<file path="src/hw/npc_pkg.sv">
`default_nettype none

package npc_pkg;

	// compare ops return 0 or 1 in bit 0
	typedef enum logic [4:0] {
		ALU_ADD,
		ALU_SUB,
		ALU_AND,
		ALU_OR,
		ALU_XOR,
		ALU_SLL,
		ALU_SRL,
		ALU_SRA,
		ALU_SLT,
		ALU_SLTU,
		ALU_EQ,
		ALU_NE,
		ALU_LT,
		ALU_GE,
		ALU_LTU,
		ALU_GEU
	} alu_op_e;

	typedef enum logic [2:0] {
		LOAD_NONE,
		LOAD_LW,
		LOAD_LH,
		LOAD_LHU,
		LOAD_LB,
		LOAD_LBU
	} load_e;

	typedef enum logic [1:0] {
		STORE_NONE,
		STORE_SW,
		STORE_SH,
		STORE_SB
	} store_e;

	typedef enum logic [1:0] {
		JUMP_NONE,
		JUMP_JAL,
		JUMP_JALR
	} jump_e;

	typedef enum logic [1:0] {
		CSR_NONE,
		CSR_RW,
		CSR_RS,
		CSR_ECALL
	} csr_op_e;

	typedef enum logic [1:0] {
		RESP_OKAY   = 2'b00,
		RESP_SLVERR = 2'b10
	} axi_resp_e;

	localparam logic [11:0] CSR_MEPC    = 12'h341;
	localparam logic [11:0] CSR_MCAUSE  = 12'h342;
	localparam logic [31:0] ECALL_CAUSE = 32'd11;

	// one decoded instruction from decode
	typedef struct packed {
		logic [31:0] src1;
		logic [31:0] src2;
		logic [4:0]  rd;
		alu_op_e     alu_op;
		load_e       load;
		store_e      store;
		logic [31:0] store_data;
		jump_e       jump;
		logic        is_branch;
		logic [31:0] branch_target;
		logic        reg_wen;
		logic [31:0] pc;
		logic [31:0] inst;
		logic [11:0] csr_idx;
		csr_op_e     csr_op;
		logic [31:0] csr_nextpc;
		logic        csr_nextpc_taken;
	} exu_req_t;

	typedef struct packed {
		logic        wb_en;
		logic [4:0]  wb_addr;
		logic [31:0] wb_data;
		logic        redirect_taken;
		logic [31:0] redirect_pc;
		logic        csr_wen;
		logic [11:0] csr_addr;
		logic [31:0] csr_data;
		logic        csr2_wen;
		logic [11:0] csr2_addr;
		logic [31:0] csr2_data;
		logic        mem_err;
		logic [31:0] pc;
		logic [31:0] inst;
	} commit_t;

	// shared by aw and ar
	typedef struct packed {
		logic [31:0] addr;
	} axi_ax_t;

	typedef struct packed {
		logic [31:0] data;
		logic [3:0]  strb;
	} axi_w_t;

	typedef struct packed {
		logic [31:0] data;
		axi_resp_e   resp;
	} axi_r_t;

	typedef struct packed {
		axi_resp_e resp;
	} axi_b_t;

endpackage

`default_nettype wire

</file>
<file path="src/hw/npc_alu.sv">
`timescale 1ns/10ps
`default_nettype none

module npc_alu (
	input  wire npc_pkg::alu_op_e alu_op,
	input  wire logic [31:0]      src1,
	input  wire logic [31:0]      src2,
	output logic [31:0]           result
);

	logic [4:0] shamt;
	logic       lt_s;
	logic       lt_u;

	// only the low five bits matter for shifts
	assign shamt = src2[4:0];
	assign lt_s  = $signed(src1) < $signed(src2);
	assign lt_u  = src1 < src2;

	always_comb begin
		case (alu_op)
			npc_pkg::ALU_ADD:
				result = src1 + src2;
			npc_pkg::ALU_SUB:
				result = src1 - src2;
			npc_pkg::ALU_AND:
				result = src1 & src2;
			npc_pkg::ALU_OR:
				result = src1 | src2;
			npc_pkg::ALU_XOR:
				result = src1 ^ src2;
			npc_pkg::ALU_SLL:
				result = src1 << shamt;
			npc_pkg::ALU_SRL:
				result = src1 >> shamt;
			npc_pkg::ALU_SRA:
				result = $unsigned($signed(src1) >>> shamt);
			// set-less-than and branch compares share the flags
			npc_pkg::ALU_SLT,
			npc_pkg::ALU_LT:
				result = {31'b0, lt_s};
			npc_pkg::ALU_SLTU,
			npc_pkg::ALU_LTU:
				result = {31'b0, lt_u};
			npc_pkg::ALU_EQ:
				result = {31'b0, src1 == src2};
			npc_pkg::ALU_NE:
				result = {31'b0, src1 != src2};
			npc_pkg::ALU_GE:
				result = {31'b0, !lt_s};
			npc_pkg::ALU_GEU:
				result = {31'b0, !lt_u};
			default:
				result = '0;
		endcase
	end

endmodule

`default_nettype wire

</file>
<file path="config.mk">
export PLATFORM = sky130hd
export DESIGN_NAME = npc_alu
export DESIGN_NICKNAME = d
export VERILOG_FILES = /design/src/hw/npc_pkg.sv /design/src/hw/npc_alu.sv
export SDC_FILE = /design/constraint.sdc
export NUM_CORES = 1
export LEC_CHECK = 0
export ABC_AREA = 1
export BUFFER_PORTS_ARGS = -buffer_cell sky130_fd_sc_hd__buf_2
export CAP_MARGIN = 20
export CELL_PAD_IN_SITES_DETAIL_PLACEMENT = 1
export CELL_PAD_IN_SITES_GLOBAL_PLACEMENT = 1
export CORE_MARGIN = 4
export CORE_UTILIZATION = 44
export DETAILED_ROUTE_END_ITERATION = 6
export GPL_TIMING_DRIVEN = 1
export PLACE_DENSITY_LB_ADDON = 0.1
export SLEW_MARGIN = 20
export SYNTH_ARGS = -nofsm -noshare
export SYNTH_HDL_FRONTEND = slang
export SYNTH_SLANG_ARGS = --single-unit
export TNS_END_PERCENT = 1
</file>
<file path="constraint.sdc">
create_clock -name vclk -period 5.7
set_input_delay 1.14 -clock vclk [all_inputs]
set_output_delay 1.14 -clock vclk [all_outputs]
set_load 0.02 [all_outputs]
</file>
==> metrics.cfg <==
[sta]
setup_slack_ps=711.1
fin_crit_ps=4989
drv_slew=0
tns_ps=0
max_slew_margin_pct=45.23
max_freq_mhz=200.4
finalSetupViolations=0
hold_viol_final=0
tightestPinTransition_ps=818.5
fin_crit_sh_pct=87.52
rsz0062_at_grt=no
hold_slack_ps=2829

[setup_path]
cp_data_required_time_ps=4560
cp_max_fo=9
slowest_delay_ps=490
startpoint=src1[2]
end_kind=output pin
crit_chain=buf_2 -> inv_1 -> ha_1 -> nand2_1 -> nand3_1 -> nand2_1 -> nand2_1 -> nand2_1 -> nand2_1 -> o21ai_0 -> nor2_1 -> nand3_1 -> buf_2
cpMostUsedCell=nand2_1
start_kind=input port
crit_arrival_ps=3850
path_class=in -> out
path_depth=13
crit_family=simple AND/OR/NAND/NOR gates
critical-path-slowest-cell=ha_1
path_buf_inv=3

[routing]
wl_per_cell_um=23.08
drt-total-wl_mm=55.90
drc_errors=0
drtAntennaViolNets=0
dr.pass1.iters=5
vias=14893
drt_iter0_markers=1560
routed_via_density=6.149

[cells_and_area]
num-nets-final=2312
seq_area_um2=0
finalNonFillerCells=2422
antenna_cells=0
seq_cells=0
multi_input_area_um2=8610
area_delta_synth_final_pct=4.888
fillers=3647
clkbuf_count=0
drive_gt1_share_pct=7.019

[die]
fp.dieH_um=160.2
core_um2=22710
io_pins=101
rows=55
die_x_um=160.2
initial_core_util_pct=44.87
fp.dieArea_um2=25650

[synthesis]
yosys_warnings=0
synth_area_um2=10190
syn_area_per_cell_um2=4.822
yosysUniqueCellTypes=41
syn-num-nets=2286
synth_cells=2113
yosysSeqAreaShare_pct=0

[power_and_ir_drop]
leakage_nw=6.341
ir_worst_vdd_mv=0.03767
pwr_density_cell_nw_per_um2=94.55
p_total_mw=1.010

[cts]
hold_buffers=0
postCtsSetupBuffers=0
cts_resized=0

[outcome]
status=finished clean

[worst_hold_path]
holdCritPathClass=in -> out
min-delay-start=alu_op[2]
whs_endpoint=result[0]
whs_path_depth=6

[grt]
antenna_found_initial=1
grt.overflow.total=0
grt_pass1_vias=14779
grt_pass1_wl_mm=83.39
grt_max_degree=72
track_usage_pct=41.18

[flow_run]
max_cap_viol_count=0

[place]
portBuffers=101
placed_cells=2422
dp_slack_ps=890.9
gp_congestion=1.081
hpwl_mm=46.57

==> cells by family (layout without fill, tap and decap cells) <==
group,count (synthesis),in the layout,share of synthesized area (%)
xor+xnor,3,3,0.2579
fa+ha+maj,104,104,12.92
compound gates,202,202,11.14
simple gates,1421,1421,60.19
buf+inv,383,407,15.50
==> stage by stage <==
stage,instance area [um2],util (%)
after floorplan,10190,-
after detailed placement,10690,47.06
after global routing,10690,47.06
final,10690,47.06
after global placement,10690,47.06
after CTS,10690,47.06
==> cells in the mapped netlist <==
cell type | number | share of area, %
o21bai_1 | 12 | 0.88
nand3_2 | 1 | 0.098
and2_1 | 7 | 0.43
o211ai_1 | 14 | 1.0
or2_1 | 1 | 0.061
nand2b_1 | 1 | 0.061
o21ai_0 | 56 | 2.8
nand3b_1 | 10 | 0.74
clkinv_1 | 1 | 0.037
xor2_1 | 3 | 0.26
o21ai_1 | 4 | 0.20
nand2_2 | 2 | 0.12
nor2_4 | 7 | 0.77
and3_1 | 1 | 0.061
clkbuf_1 | 12 | 0.44
a21o_1 | 2 | 0.15
nor2_8 | 2 | 0.39
nand4_1 | 27 | 1.7
inv_2 | 10 | 0.37
o31ai_1 | 1 | 0.074
nor4_1 | 1 | 0.061
inv_4 | 1 | 0.061
a211oi_1 | 1 | 0.074
buf_6 | 1 | 0.11
buf_1 | 8 | 0.29
nor2_2 | 4 | 0.25
or2_2 | 3 | 0.18
nor3_1 | 19 | 0.93
nand2_4 | 1 | 0.11
fa_1 | 2 | 0.39
nor2_1 | 166 | 6.1
a21oi_1 | 85 | 4.2
buf_2 | 56 | 2.8
buf_4 | 16 | 1.2
o22ai_1 | 21 | 1.3
o221ai_1 | 6 | 0.52
nand3_1 | 416 | 20
nand2_1 | 752 | 28
ha_1 | 102 | 13
clkbuf_2 | 1 | 0.049
inv_1 | 277 | 10
==> power breakdown <==
part           switching (mW)  internal (mW)  leakage (nW)
clock                       0              0             0
sequential                  0              0             0
combinational           0.739          0.272          6.34
==> routing by layer <==
layer,vias to the layer above,wire length (um),GRT usage [%]
li1,6836,-,-
met1,7125,22720,53.07
met2,746,24870,68.19
met3,184,5015,5.239
met4,2,3286,19.36
met5,-,12,0
==> final cells by class <==
| type | instances | area share [%] |
|---|---|---|
| multi-input combinational | 1730 | 80.56 |
| tap | 285 | 3.337 |
| timing repair buffer | 118 | 5.924 |
| inverter | 289 | 10.17 |
==> cells in the final DEF (no fill, tap or decap), types with 7 or more instances in the layout <==
| cell type | netlist | routed |
|---|---|---|
| ha_1 | 102 | 102 |
| nand3_1 | 416 | 416 |
| nand4_1 | 27 | 27 |
| a21oi_1 | 85 | 85 |
| o211ai_1 | 14 | 14 |
| buf_4 | 16 | 17 |
| buf_2 | 56 | 101 |
| inv_1 | 277 | 277 |
| nor2_4 | 7 | 7 |
| nand3b_1 | 10 | 10 |
| nor3_1 | 19 | 19 |
| o21ai_0 | 56 | 56 |
| nor2_1 | 166 | 166 |
| nand2_1 | 752 | 752 |
| and2_1 | 7 | 7 |
| o22ai_1 | 21 | 21 |
| o21bai_1 | 12 | 12 |
| inv_2 | 10 | 11 |
==> tightest hold or removal path: cells and delay by family <==
family / cells / cell delay (ps)
AND/OR/NAND/NOR: 4 / 270
buffers and inverters: 2 / 280
==> worst max path at each step <==
stage                     end  slack [ps]
floorplan           result[0]        1190
global placement    result[7]         970
detailed placement  result[7]         890
CTS                 result[7]         890
global route        result[7]         610
finish              result[7]         710
Power figures use the tool's default switching activity.
