==> src/hw/npc_pkg.sv <==
`default_nettype none

package npc_pkg;

	// compare ops return 0 or 1 in bit 0
	typedef enum logic [4:0] {
		ALU_ADD,
		ALU_SUB,
		ALU_AND,
		ALU_OR,
		ALU_XOR,
		ALU_SLL,
		ALU_SRL,
		ALU_SRA,
		ALU_SLT,
		ALU_SLTU,
		ALU_EQ,
		ALU_NE,
		ALU_LT,
		ALU_GE,
		ALU_LTU,
		ALU_GEU
	} alu_op_e;

	typedef enum logic [2:0] {
		LOAD_NONE,
		LOAD_LW,
		LOAD_LH,
		LOAD_LHU,
		LOAD_LB,
		LOAD_LBU
	} load_e;

	typedef enum logic [1:0] {
		STORE_NONE,
		STORE_SW,
		STORE_SH,
		STORE_SB
	} store_e;

	typedef enum logic [1:0] {
		JUMP_NONE,
		JUMP_JAL,
		JUMP_JALR
	} jump_e;

	typedef enum logic [1:0] {
		CSR_NONE,
		CSR_RW,
		CSR_RS,
		CSR_ECALL
	} csr_op_e;

	typedef enum logic [1:0] {
		RESP_OKAY   = 2'b00,
		RESP_SLVERR = 2'b10
	} axi_resp_e;

	localparam logic [11:0] CSR_MEPC    = 12'h341;
	localparam logic [11:0] CSR_MCAUSE  = 12'h342;
	localparam logic [31:0] ECALL_CAUSE = 32'd11;

	// one decoded instruction from decode
	typedef struct packed {
		logic [31:0] src1;
		logic [31:0] src2;
		logic [4:0]  rd;
		alu_op_e     alu_op;
		load_e       load;
		store_e      store;
		logic [31:0] store_data;
		jump_e       jump;
		logic        is_branch;
		logic [31:0] branch_target;
		logic        reg_wen;
		logic [31:0] pc;
		logic [31:0] inst;
		logic [11:0] csr_idx;
		csr_op_e     csr_op;
		logic [31:0] csr_nextpc;
		logic        csr_nextpc_taken;
	} exu_req_t;

	typedef struct packed {
		logic        wb_en;
		logic [4:0]  wb_addr;
		logic [31:0] wb_data;
		logic        redirect_taken;
		logic [31:0] redirect_pc;
		logic        csr_wen;
		logic [11:0] csr_addr;
		logic [31:0] csr_data;
		logic        csr2_wen;
		logic [11:0] csr2_addr;
		logic [31:0] csr2_data;
		logic        mem_err;
		logic [31:0] pc;
		logic [31:0] inst;
	} commit_t;

	// shared by aw and ar
	typedef struct packed {
		logic [31:0] addr;
	} axi_ax_t;

	typedef struct packed {
		logic [31:0] data;
		logic [3:0]  strb;
	} axi_w_t;

	typedef struct packed {
		logic [31:0] data;
		axi_resp_e   resp;
	} axi_r_t;

	typedef struct packed {
		axi_resp_e resp;
	} axi_b_t;

endpackage

`default_nettype wire

==> src/hw/npc_lsu.sv <==
`timescale 1ns/10ps
`default_nettype none

module npc_lsu (
	input  wire logic               clk,
	input  wire logic               rst,
	input  wire logic               start,
	input  wire npc_pkg::load_e     load,
	input  wire npc_pkg::store_e    store,
	input  wire logic [31:0]        addr,
	input  wire logic [31:0]        store_data,
	input  wire logic               retire,
	output logic                    done,
	output logic                    err,
	output logic [31:0]             load_data,
	output npc_pkg::axi_ax_t        aw,
	output logic                    awvalid,
	input  wire logic               awready,
	output npc_pkg::axi_w_t         w,
	output logic                    wvalid,
	input  wire logic               wready,
	input  wire npc_pkg::axi_b_t    b,
	input  wire logic               bvalid,
	output logic                    bready,
	output npc_pkg::axi_ax_t        ar,
	output logic                    arvalid,
	input  wire logic               arready,
	input  wire npc_pkg::axi_r_t    r,
	input  wire logic               rvalid,
	output logic                    rready
);

	typedef enum logic [2:0] {
		ST_IDLE,
		ST_ADDR,
		ST_DATA,
		ST_RESP,
		ST_DONE
	} lsu_state_e;

	lsu_state_e  rd_state;
	lsu_state_e  wr_state;
	logic [31:0] rdata_shifted;
	logic [31:0] rdata_ext;
	logic [31:0] load_data_q;
	logic        err_q;

	// read side uses idle, addr, data and done
	always_ff @(posedge clk) begin
		if (rst) begin
			rd_state <= ST_IDLE;
		end else begin
			case (rd_state)
				ST_IDLE:
					if (start && load != npc_pkg::LOAD_NONE)
						rd_state <= ST_ADDR;
				ST_ADDR:
					if (arready)
						rd_state <= ST_DATA;
				ST_DATA:
					if (rvalid)
						rd_state <= ST_DONE;
				ST_DONE:
					if (retire)
						rd_state <= ST_IDLE;
				default:
					rd_state <= ST_IDLE;
			endcase
		end
	end

	// write side walks aw, w then b
	always_ff @(posedge clk) begin
		if (rst) begin
			wr_state <= ST_IDLE;
		end else begin
			case (wr_state)
				ST_IDLE:
					if (start && store != npc_pkg::STORE_NONE)
						wr_state <= ST_ADDR;
				ST_ADDR:
					if (awready)
						wr_state <= ST_DATA;
				ST_DATA:
					if (wready)
						wr_state <= ST_RESP;
				ST_RESP:
					if (bvalid)
						wr_state <= ST_DONE;
				ST_DONE:
					if (retire)
						wr_state <= ST_IDLE;
				default:
					wr_state <= ST_IDLE;
			endcase
		end
	end

	assign arvalid = rd_state == ST_ADDR;
	assign rready  = rd_state == ST_DATA;
	assign awvalid = wr_state == ST_ADDR;
	assign wvalid  = wr_state == ST_DATA;
	assign bready  = wr_state == ST_RESP;
	assign done    = rd_state == ST_DONE || wr_state == ST_DONE;

	assign ar.addr = addr;
	assign aw.addr = addr;

	// replicate data over lanes, strobe picks the bytes
	always_comb begin
		case (store)
			npc_pkg::STORE_SH: begin
				w.data = {2{store_data[15:0]}};
				w.strb = 4'b0011 << {addr[1], 1'b0};
			end
			npc_pkg::STORE_SB: begin
				w.data = {4{store_data[7:0]}};
				w.strb = 4'b0001 << addr[1:0];
			end
			default: begin
				w.data = store_data;
				w.strb = 4'b1111;
			end
		endcase
	end

	// move the addressed byte or half down to lane 0
	assign rdata_shifted = r.data >> {addr[1:0], 3'b000};

	always_comb begin
		case (load)
			npc_pkg::LOAD_LH:
				rdata_ext = {{16{rdata_shifted[15]}}, rdata_shifted[15:0]};
			npc_pkg::LOAD_LHU:
				rdata_ext = {16'b0, rdata_shifted[15:0]};
			npc_pkg::LOAD_LB:
				rdata_ext = {{24{rdata_shifted[7]}}, rdata_shifted[7:0]};
			npc_pkg::LOAD_LBU:
				rdata_ext = {24'b0, rdata_shifted[7:0]};
			default:
				rdata_ext = r.data;
		endcase
	end

	// result held until retire
	always_ff @(posedge clk) begin
		if (rvalid && rready) begin
			load_data_q <= rdata_ext;
			err_q       <= r.resp == npc_pkg::RESP_SLVERR;
		end else if (bvalid && bready) begin
			err_q <= b.resp == npc_pkg::RESP_SLVERR;
		end
	end

	assign load_data = load_data_q;
	assign err       = err_q;

endmodule

`default_nettype wire

==> config.mk <==
export PLATFORM = sky130hd
export DESIGN_NAME = npc_lsu
export DESIGN_NICKNAME = d
export VERILOG_FILES = /design/src/hw/npc_pkg.sv /design/src/hw/npc_lsu.sv
export SDC_FILE = /design/constraint.sdc
export NUM_CORES = 1
export LEC_CHECK = 0
export BUFFER_PORTS_ARGS = -buffer_cell sky130_fd_sc_hd__buf_2
export CELL_PAD_IN_SITES_DETAIL_PLACEMENT = 0
export CELL_PAD_IN_SITES_GLOBAL_PLACEMENT = 1
export CORE_MARGIN = 5
export CORE_UTILIZATION = 28
export CTS_BUF_LIST = sky130_fd_sc_hd__clkbuf_4 sky130_fd_sc_hd__clkbuf_8 sky130_fd_sc_hd__clkbuf_16
export DETAILED_ROUTE_END_ITERATION = 7
export PLACE_DENSITY = 0.82
export SKIP_LAST_GASP = 1
export SYNTH_ARGS = -nofsm -noshare
export SYNTH_HDL_FRONTEND = slang
export SYNTH_SLANG_ARGS = --single-unit
==> constraint.sdc <==
create_clock -name clk -period 1.95 [get_ports clk]
set_input_delay 0.195 -clock clk [delete_from_list [all_inputs] [get_ports clk]]
set_output_delay 0.195 -clock clk [all_outputs]
set_load 0.02 [all_outputs]
==> summary.txt, run 1 <==
STA
  – Clock skew: 0.004377 ns
  – Final Cycle Share: 0.8119
  – RSZ-0062 raised after global routing: no
  – Worst slew margin: 0.6485
  – Max Fclk: 631.6 MHz
  – Final hold vios: 0
  – Max-slew violation count: 0
  – Least-Margin Pin Slew: 0.5261 ns
  – Setup violations, final: 0
  – Crit path time final: 1.583 ns
  – Final setup TNS: 0 ns

Detailed routing
  – Post-route ant nets: 0
  – DRC violations left: 0
  – DR pass1 iterations: 4
  – Via Count: 2,816
  – Final wirelength: 9936 microns
  – 1st-iter DRT viols: 155
  – Via density: 4.932
  – Routed len/inst: 17.40 microns

CTS
  – Clk slew on worst S/H paths: 0.06 ns
  – Resized cells post-CTS: 0
  – Clock sinks: 39
  – CTS tree: built
  – Root Driver: clkbuf_16
  – Clk_lat worst skew: 0.28 ns
  – Post-CTS setup buffer count: 0
  – TritonCTS buffer count: 5
  – Clock tree buffer depth: 2
  – H-tree depth: 2
  – Hold-fix buffers, CTS: 0

GRT
  – Largest net degree at the start of global routing: 28
  – Tot GR Track Use: 0.1371
  – Initial antenna violation count: 1
  – Vias in the first global route: 2,851
  – Grt ovf: 0
  – First-pass GRT wire length: 15,810 microns

Worst hold path
  – Hold Crit Class: in2reg

Worst setup path
  – CP endpoint: load_data[15]$_DFFE_PN_
  – Critical path class: reg2reg
  – Reg2Reg Depth: 4
  – Crit path from: rd_state[1]$_SDFFE_PP0P_
  – WP data arrival: 1.57 ns
  – Worst r2r dst: load_data[15]$_DFFE_PN_
  – Critical-path cell list: nor3b_2, nand2_1, clkinvlp_4, buf_12
  – Largest fanout on the critical path: 21
  – CP Data Required Time: 1.94 ns
  – Worst stage delay on the critical path: 0.41 ns
  – CP max stage cell: dfxtp_1
  – Crit start category: flop
  – Worst reg-to-reg setup slack: 0.37 ns
  – Critical R2R Launch: rd_state[1]$_SDFFE_PP0P_
  – Critical Path End Type: flop

Floorplan
  – Row count: 39
  – Core Region: 11,370 sq um
  – Die height: 117.6 microns
  – Die ar.: 13,820 sq um
  – IO Count: 253
  – Die width: 117.6 microns
  – Initial Utilization: 0.2849

Layout
  – Share of cells above drive strength 1: 0.4977
  – Final Instance Area: 3841 sq um
  – Inserted Diodes: 0
  – Area growth from synthesis to layout: 18.58%
  – Final core occ: 0.3378
  – Final #Nets: 541

Synthesis
  – Asr flop ratio synth: 0
  – Sequential fraction of the synthesis area: 0.3430
  – #FFs+latches synth: 39
  – Post-Syn Area: 3239 sq um
  – Post-Synthesis Cells: 340
  – Syn avg cell area: 9.528 sq um
  – Prevailing post-synth register cell: edfxtp_1
  – Post-synth EDFFs: 33
  – YS warnings: 0
  – Post-Synthesis Net Count: 454
  – Distinct cells, synth: 37

Power
  – Clock power frac: 0.366
  – Sw Pwr: 0.0007154 W
  – Leak: 1.652 nW
  – Pwr Density: 658.2 nW/um^2
  – Sw frac: 0.2830
  – Int Power: 0.001813 W
  – Worst IR Drop VDD: 0.5168 mV
  – Sequential share of power: 0.376
  – Gate power share: 0.258

Place
  – Routability cong.: 0.8285
  – Post-DP HPWL: 8116 microns
  – # port buffers: 162
  – DP Area: 3672 sq um

Outcome
  – Run status: complete, no violations

Run
  – Max-capacitance violation count: 0
==> cell usage in the layout, fill, tap and decap left out, types with 3 or more instances in the layout <==
cell type,count
buf_2,162
nand2_1,33
edfxtp_1,33
mux2_2,26
o211ai_1,26
nor2_1,18
mux2i_1,16
a221oi_1,14
o21ai_0,12
a21oi_1,10
nand2b_1,10
o22ai_1,7
nor2b_1,6
buf_4,6
dfxtp_1,6
clkbuf_16,5
inv_1,4
nor3b_1,4
nor3_1,3
==> registers in the layout, summed over array words and instances (netlist names) <==
register / count
load_data: 32
wr_state: 3
rd_state: 3
err: 1
==> cell families (layout without fill, tap and decap cells) <==
group,count (synthesis),after routing,share of synthesized area
AO/OA/AOI/OAI,76,76,0.1649
buffers and inverters,96,184,0.2078
multiplexers,43,43,0.1468
XOR/XNOR,2,2,0.01005
AND/OR/NAND/NOR,84,84,0.1275
flip-flops,39,39,0.3430
==> metal layers <==
| metal | global-route usage | vias up | share of wire |
|---|---|---|---|
| met3 | 0.02739 | 61 | 0.067 |
| met4 | 0.08459 | 2 | 0.047 |
| met1 | 0.1632 | 1312 | 0.40 |
| met5 | 0 | - | 0.0013 |
| met2 | 0.2260 | 96 | 0.48 |
| li1 | - | 1345 | - |
==> area by class of cell <==
| type | instances | area (sq um) |
|---|---|---|
| Clock buffer | 5 | 125.1 |
| Clock inverter | 3 | 43.79 |
| Fill cell | 1191 | 7528 |
| Inverter | 6 | 26.28 |
| Multi-Input combinational cell | 205 | 1460 |
| Sequential cell | 39 | 1111 |
| Tap cell | 143 | 178.9 |
| Timing Repair Buffer | 170 | 895.9 |
==> power by group through the flow <==
stage | clock network [W] | logic (W) | registers (W)
finish | 0.000926 | 0.000652 | 0.000950
detailed placement | 0 | 0.000653 | 0.000967
CTS | 0.000947 | 0.000655 | 0.000950
global route | 0.000985 | 0.000710 | 0.000951
global placement | 0 | 0.000641 | 0.000966
floorplan | 0 | 0.000583 | 0.000978
==> synth_stat cells (2+ instances only) <==
library cell	count	area share
a31oi_1	2	0.0039
buf_6	4	0.014
o21ai_0	12	0.019
nor2_1	18	0.021
nand3b_1	2	0.0046
o22ai_1	7	0.014
mux2i_1	16	0.049
nand2_1	33	0.038
a221oi_1	14	0.038
mux2_2	26	0.090
o211ai_1	26	0.060
buf_4	73	0.17
a21oi_1	10	0.015
clkbuf_1	6	0.0070
nor2b_1	6	0.012
nand2b_1	10	0.019
dfxtp_1	6	0.037
buf_2	7	0.011
nor3b_1	5	0.012
edfxtp_1	33	0.31
inv_1	5	0.0058
nor3_1	3	0.0046
nor4_1	2	0.0039
==> worst min-delay path by stage <==
stage,end,cells after the start,slack (ns),from
2_1_floorplan,wr_state[2]$_SDFFE_PP0P_,1,0.26,rst
3_3_place_gp,aw[20],0,0.39,addr[20]
3_5_place_dp,aw[20],0,0.39,addr[20]
4_1_cts,wr_state[2]$_SDFFE_PP0P_,2,0.16,rst
5_1_grt,wr_state[2]$_SDFFE_PP0P_,2,0.18,rst
6_report,wr_state[2]$_SDFFE_PP0P_,2,0.16,rst
==> metrics by stage <==
stage,worst slack (ns),cells,hold WS [ns],total power [W]
2_1_floorplan,0.2303,340,0.2641,0.001561
5_1_grt,0.2465,571,0.1798,0.002647
3_3_place_gp,0.3193,563,0.3902,0.001607
3_5_place_dp,0.2966,563,0.3902,0.001620
4_1_cts,0.3488,571,0.1608,0.002551
6_report,0.3668,571,0.1648,0.002528
==> worst max-delay path: cells and delay by family (launching register included) <==
| family | cells | cell delay, ns |
|---|---|---|
| flip-flops | 1 | 0.41 |
| buffers and inverters | 2 | 0.49 |
| AND/OR/NAND/NOR | 2 | 0.38 |
(Power assumes the default switching activity.)
==> inputs of run 2 (changes only) <==
--- a/config.mk
+++ b/config.mk
@@ -5,11 +5,12 @@
 export SDC_FILE = /design/constraint.sdc
 export NUM_CORES = 1
 export LEC_CHECK = 0
+export ABC_AREA = 1
 export BUFFER_PORTS_ARGS = -buffer_cell sky130_fd_sc_hd__buf_2
 export CELL_PAD_IN_SITES_DETAIL_PLACEMENT = 0
 export CELL_PAD_IN_SITES_GLOBAL_PLACEMENT = 1
 export CORE_MARGIN = 5
-export CORE_UTILIZATION = 28
+export CORE_UTILIZATION = 26
 export CTS_BUF_LIST = sky130_fd_sc_hd__clkbuf_4 sky130_fd_sc_hd__clkbuf_8 sky130_fd_sc_hd__clkbuf_16
 export DETAILED_ROUTE_END_ITERATION = 7
 export PLACE_DENSITY = 0.82
==> constraint.sdc (replaced) <==
create_clock -name clk -period 1.65 [get_ports clk]
set_input_delay 0.165 -clock clk [delete_from_list [all_inputs] [get_ports clk]]
set_output_delay 0.165 -clock clk [all_outputs]
set_load 0.02 [all_outputs]
==> run 2 against run 1 <==
Compared with the run above: total power increased by 30%; sequential power increased by 29%; critical path depth increased by 3; synthesized area decreased by 3.5%; clock-buffer cell count increased by 2; sequential share of layout area increased by 1.0 points; clock skew increased by 0.00076 ns; die area increased by 3.6%; synthesized cell count increased by 23%; core utilization decreased by 2.6 points; first-iteration DRC count increased by 66%; non-clock buffer count unchanged; critical endpoint is now w[33]; largest power group unchanged; highest routed layer is now met4.
==> summary.txt, run 2 <==
Outcome
  – Run status: complete, no violations (unchanged)

Worst setup path
  – Reg2Reg Depth: 6 (was 4)
  – CP max stage cell: buf_4 (was dfxtp_1)
  – Crit start category: input port (was flop)
  – Critical R2R Launch: rd_state[2]$_SDFFE_PP0P_ (was rd_state[1]$_SDFFE_PP0P_)
  – Critical path class: in2out (was reg2reg)
  – Largest fanout on the critical path: 9 (was 21)
  – Critical Path End Type: primary output (was flop)
  – Worst reg-to-reg setup slack: 0.30 ns (was 0.37 ns)
  – Worst stage delay on the critical path: 0.21 ns (was 0.41 ns)
  – CP endpoint: w[33] (was load_data[15]$_DFFE_PN_)
  – Critical-path cell list: buf_2, nand2_1, inv_1, buf_4, nand2_1, o211ai_1, buf_2 (was nor3b_2, nand2_1, clkinvlp_4, buf_12)
  – CP Data Required Time: 1.48 ns (was 1.94 ns)
  – Crit path from: store[1] (was rd_state[1]$_SDFFE_PP0P_)
  – WP data arrival: 1.21 ns (was 1.57 ns)
  – Worst r2r dst: load_data[16]$_DFFE_PN_ (was load_data[15]$_DFFE_PN_)

CTS
  – Post-CTS setup buffer count: 0 (unchanged)
  – Root Driver: clkbuf_16 (unchanged)
  – TritonCTS buffer count: 5 (unchanged)
  – Clk_lat worst skew: 0.28 ns (about the same)
  – Clock sinks: 39 (unchanged)
  – CTS tree: built (unchanged)
  – Resized cells post-CTS: 0 (unchanged)
  – Hold-fix buffers, CTS: 0 (unchanged)
  – H-tree depth: 2 (unchanged)
  – Clk slew on worst S/H paths: 0.06 ns (about the same)
  – Clock tree buffer depth: 2 (unchanged)

Synthesis
  – Prevailing post-synth register cell: edfxtp_1 (unchanged)
  – Post-Synthesis Cells: 417 (was 340)
  – Synth top area cells: edfxtp_1, buf_4, nand2_1 (was edfxtp_1, buf_4, mux2_2)
  – Post-Synthesis Net Count: 531 (was 454)
  – Syn avg cell area: 7.495 sq um (was 9.528 sq um)
  – Area leader, netlist: edfxtp_1 (unchanged)
  – Commonest cells in the synthesized netlist: nand2_1, buf_4, inv_1, nand3_1, edfxtp_1 (was buf_4, edfxtp_1, nand2_1, mux2_2, o211ai_1)
  – Post-Syn Area: 3125 sq um (was 3239 sq um)
  – Most common cell in the netlist: nand2_1 (was buf_4)
  – Post-synth EDFFs: 33 (unchanged)
  – Sequential fraction of the synthesis area: 0.3555 (was 0.3430)
  – YS warnings: 0 (unchanged)
  – Distinct cells, synth: 30 (was 37)
  – #FFs+latches synth: 39 (unchanged)
  – Post-synth top area share: 0.3171 (was 0.3059)
  – Asr flop ratio synth: 0 (unchanged)

GRT
  – Tot GR Track Use: 0.1333 (was 0.1371)
  – Initial antenna violation count: 0 (was 1)
  – Largest net degree at the start of global routing: 33 (was 28)
  – First-pass GRT wire length: 15,160 microns (was 15,810 microns)
  – Vias in the first global route: 2,945 (was 2,851)
  – Grt ovf: 0 (unchanged)

Layout
  – Area growth from synthesis to layout: 18.77% (was 18.58%)
  – Largest register FFs: 32 (unchanged)
  – Most frequent cells in the layout: buf_2, nand2_1, inv_1, nand3_1, edfxtp_1 (was buf_2, nand2_1, edfxtp_1, mux2_2, o211ai_1)
  – Share of cells above drive strength 1: 0.3848 (was 0.4977)
  – Commonest non-fill, non-tap cell in the layout: buf_2 (unchanged)
  – Final core occ: 0.3117 (was 0.3378)
  – Inserted Diodes: 0 (unchanged)
  – Final #Nets: 625 (was 541)

STA
  – Setup violations, final: 0 (unchanged)
  – Max-slew violation count: 0 (unchanged)
  – Clock skew: 0.005132 ns (was 0.004377 ns)
  – Max Fclk: 728.6 MHz
  – Setup WS post-layout: 0.2775 ns (was 0.3668 ns)
  – Crit path time final: 1.373 ns
  – Worst slew margin: 0.6471 (was 0.6485)
  – Final Cycle Share: 0.8318
  – Final setup TNS: 0 ns (unchanged)
  – Least-Margin Pin Slew: 0.5286 ns (was 0.5261 ns)
  – RSZ-0062 raised after global routing: no (unchanged)
  – Final hold vios: 0 (unchanged)

Floorplan
  – Core Region: 11,910 sq um (was 11,370 sq um)
  – Die width: 119.6 microns (was 117.6 microns)
  – IO Count: 253 (unchanged)
  – Initial Utilization: 0.2624 (was 0.2849)
  – Row count: 40 (was 39)
  – Die height: 119.6 microns (was 117.6 microns)
  – Die ar.: 14,310 sq um (was 13,820 sq um)

Power
  – Sw frac: 0.3423 (was 0.2830)
  – Int Power: 0.002153 W (was 0.001813 W)
  – Worst IR Drop VDD: 0.3834 mV (was 0.5168 mV)
  – Sequential share of power: 0.375 (was 0.376)
  – Gate power share: 0.334 (was 0.258)
  – Pwr Density: 882.0 nW/um^2 (was 658.2 nW/um^2)
  – Leak: 1.967 nW (was 1.652 nW)
  – Clock power frac: 0.291 (was 0.366)
  – Sw Pwr: 0.001121 W (was 0.0007154 W)

Detailed routing
  – Met2 WL: 5576 microns (was 4815 microns)
  – Met1 wire length: 3178 microns (was 3970 microns)
  – Post-route ant nets: 0 (unchanged)
  – Routed len/inst: 15.04 microns (was 17.40 microns)
  – 1st-iter DRT viols: 257 (was 155)
  – Final wirelength: 9914 microns (was 9936 microns)
  – Via Count: 3,011 (was 2,816)
  – DR pass1 iterations: 4 (unchanged)
  – Via density: 4.569 (was 4.932)
  – DR top layer: met4 (was met5)
  – DRC violations left: 0 (unchanged)
  – DR WL met3: 789 microns (was 665 microns)

Place
  – Post-DP HPWL: 8287 microns (was 8116 microns)
  – Routability cong.: 0.8034 (was 0.8285)
  – Pre-CTS setup slack: 0.1100 ns (was 0.2966 ns)
  – # port buffers: 162 (unchanged)

Worst hold path
  – Hold Crit Class: in2reg (unchanged)

Run
  – Max-capacitance violation count: 0 (unchanged)
## run 2: cell types whose count changed after synthesis, moves of 16 or more
cell | previous run | this run
nand2_1 | 33 | 120
mux2_2 | 26 | 0
inv_1 | 5 | 47
mux2i_1 | 16 | 0
nand3_1 | 1 | 40
## run 2: through the flow
stage	instances	instance area (sq um)	power [W]	hold WS, ns
2_1_floorplan	417	3132	0.002185	0.2341
3_3_place_gp	651	3567	0.002337	0.3303
3_5_place_dp	651	3567	0.002359	0.3303
4_1_cts	659	3712	0.003316	0.1257
5_1_grt	659	3712	0.003472	0.1437
6_report	659	3712	0.003274	0.1370
## run 2: worst min-delay path by stage
stage	from	cells after the start	end	slack, ns
after CTS	rst	2	rd_state[2]$_SDFFE_PP0P_	0.13
after floorplan	rst	1	rd_state[0]$_SDFFE_PP0P_	0.23
after global placement	addr[9]	0	ar[9]	0.33
final	rst	2	rd_state[2]$_SDFFE_PP0P_	0.14
after detailed placement	addr[9]	0	ar[9]	0.33
after global routing	rst	2	rd_state[1]$_SDFFE_PP0P_	0.14
## run 2: kinds of logic (layout without fill, tap and decap cells)
logic type	count (synthesis)	in the layout	share of synthesized area
and+or+nand+nor	188	188	0.2622
AOI/OAI and AO/OA	56	56	0.1149
DFF	39	39	0.3555
buffers and inverters	134	229	0.2674
## run 2: final cells by class
class                           count  area (sq um)
Tap cell                          147         183.9
Timing Repair Buffer              170         895.9
Multi-Input combinational cell    244          1181
Sequential cell                    39          1111
Clock buffer                        7         140.1
Fill cell                        1306          8199
Inverter                           51         195.2
Clock inverter                      1         5.005
## run 2: routing by layer
layer  global-route usage  vias to the layer above
met2               0.2627                      106
li1                     -                     1480
met4              0.06729                        0
met5                    0                        -
met1               0.1279                     1373
met3              0.02969                       52
## run 2: power groups by stage
stage                     Sequential, W  Clock, W  Combinational [W]
final                           0.00123  0.000952            0.00110
after global placement          0.00125         0            0.00109
after global routing            0.00124   0.00101            0.00123
after detailed placement        0.00125         0            0.00111
after CTS                       0.00123  0.000974            0.00111
after floorplan                 0.00129         0           0.000897
## run 2: critical path, delay by kind of cell
family                 cells  cell delay (ns)
buffers and inverters      4             0.79
AO/OA/AOI/OAI              1             0.09
AND/OR/NAND/NOR            2             0.16
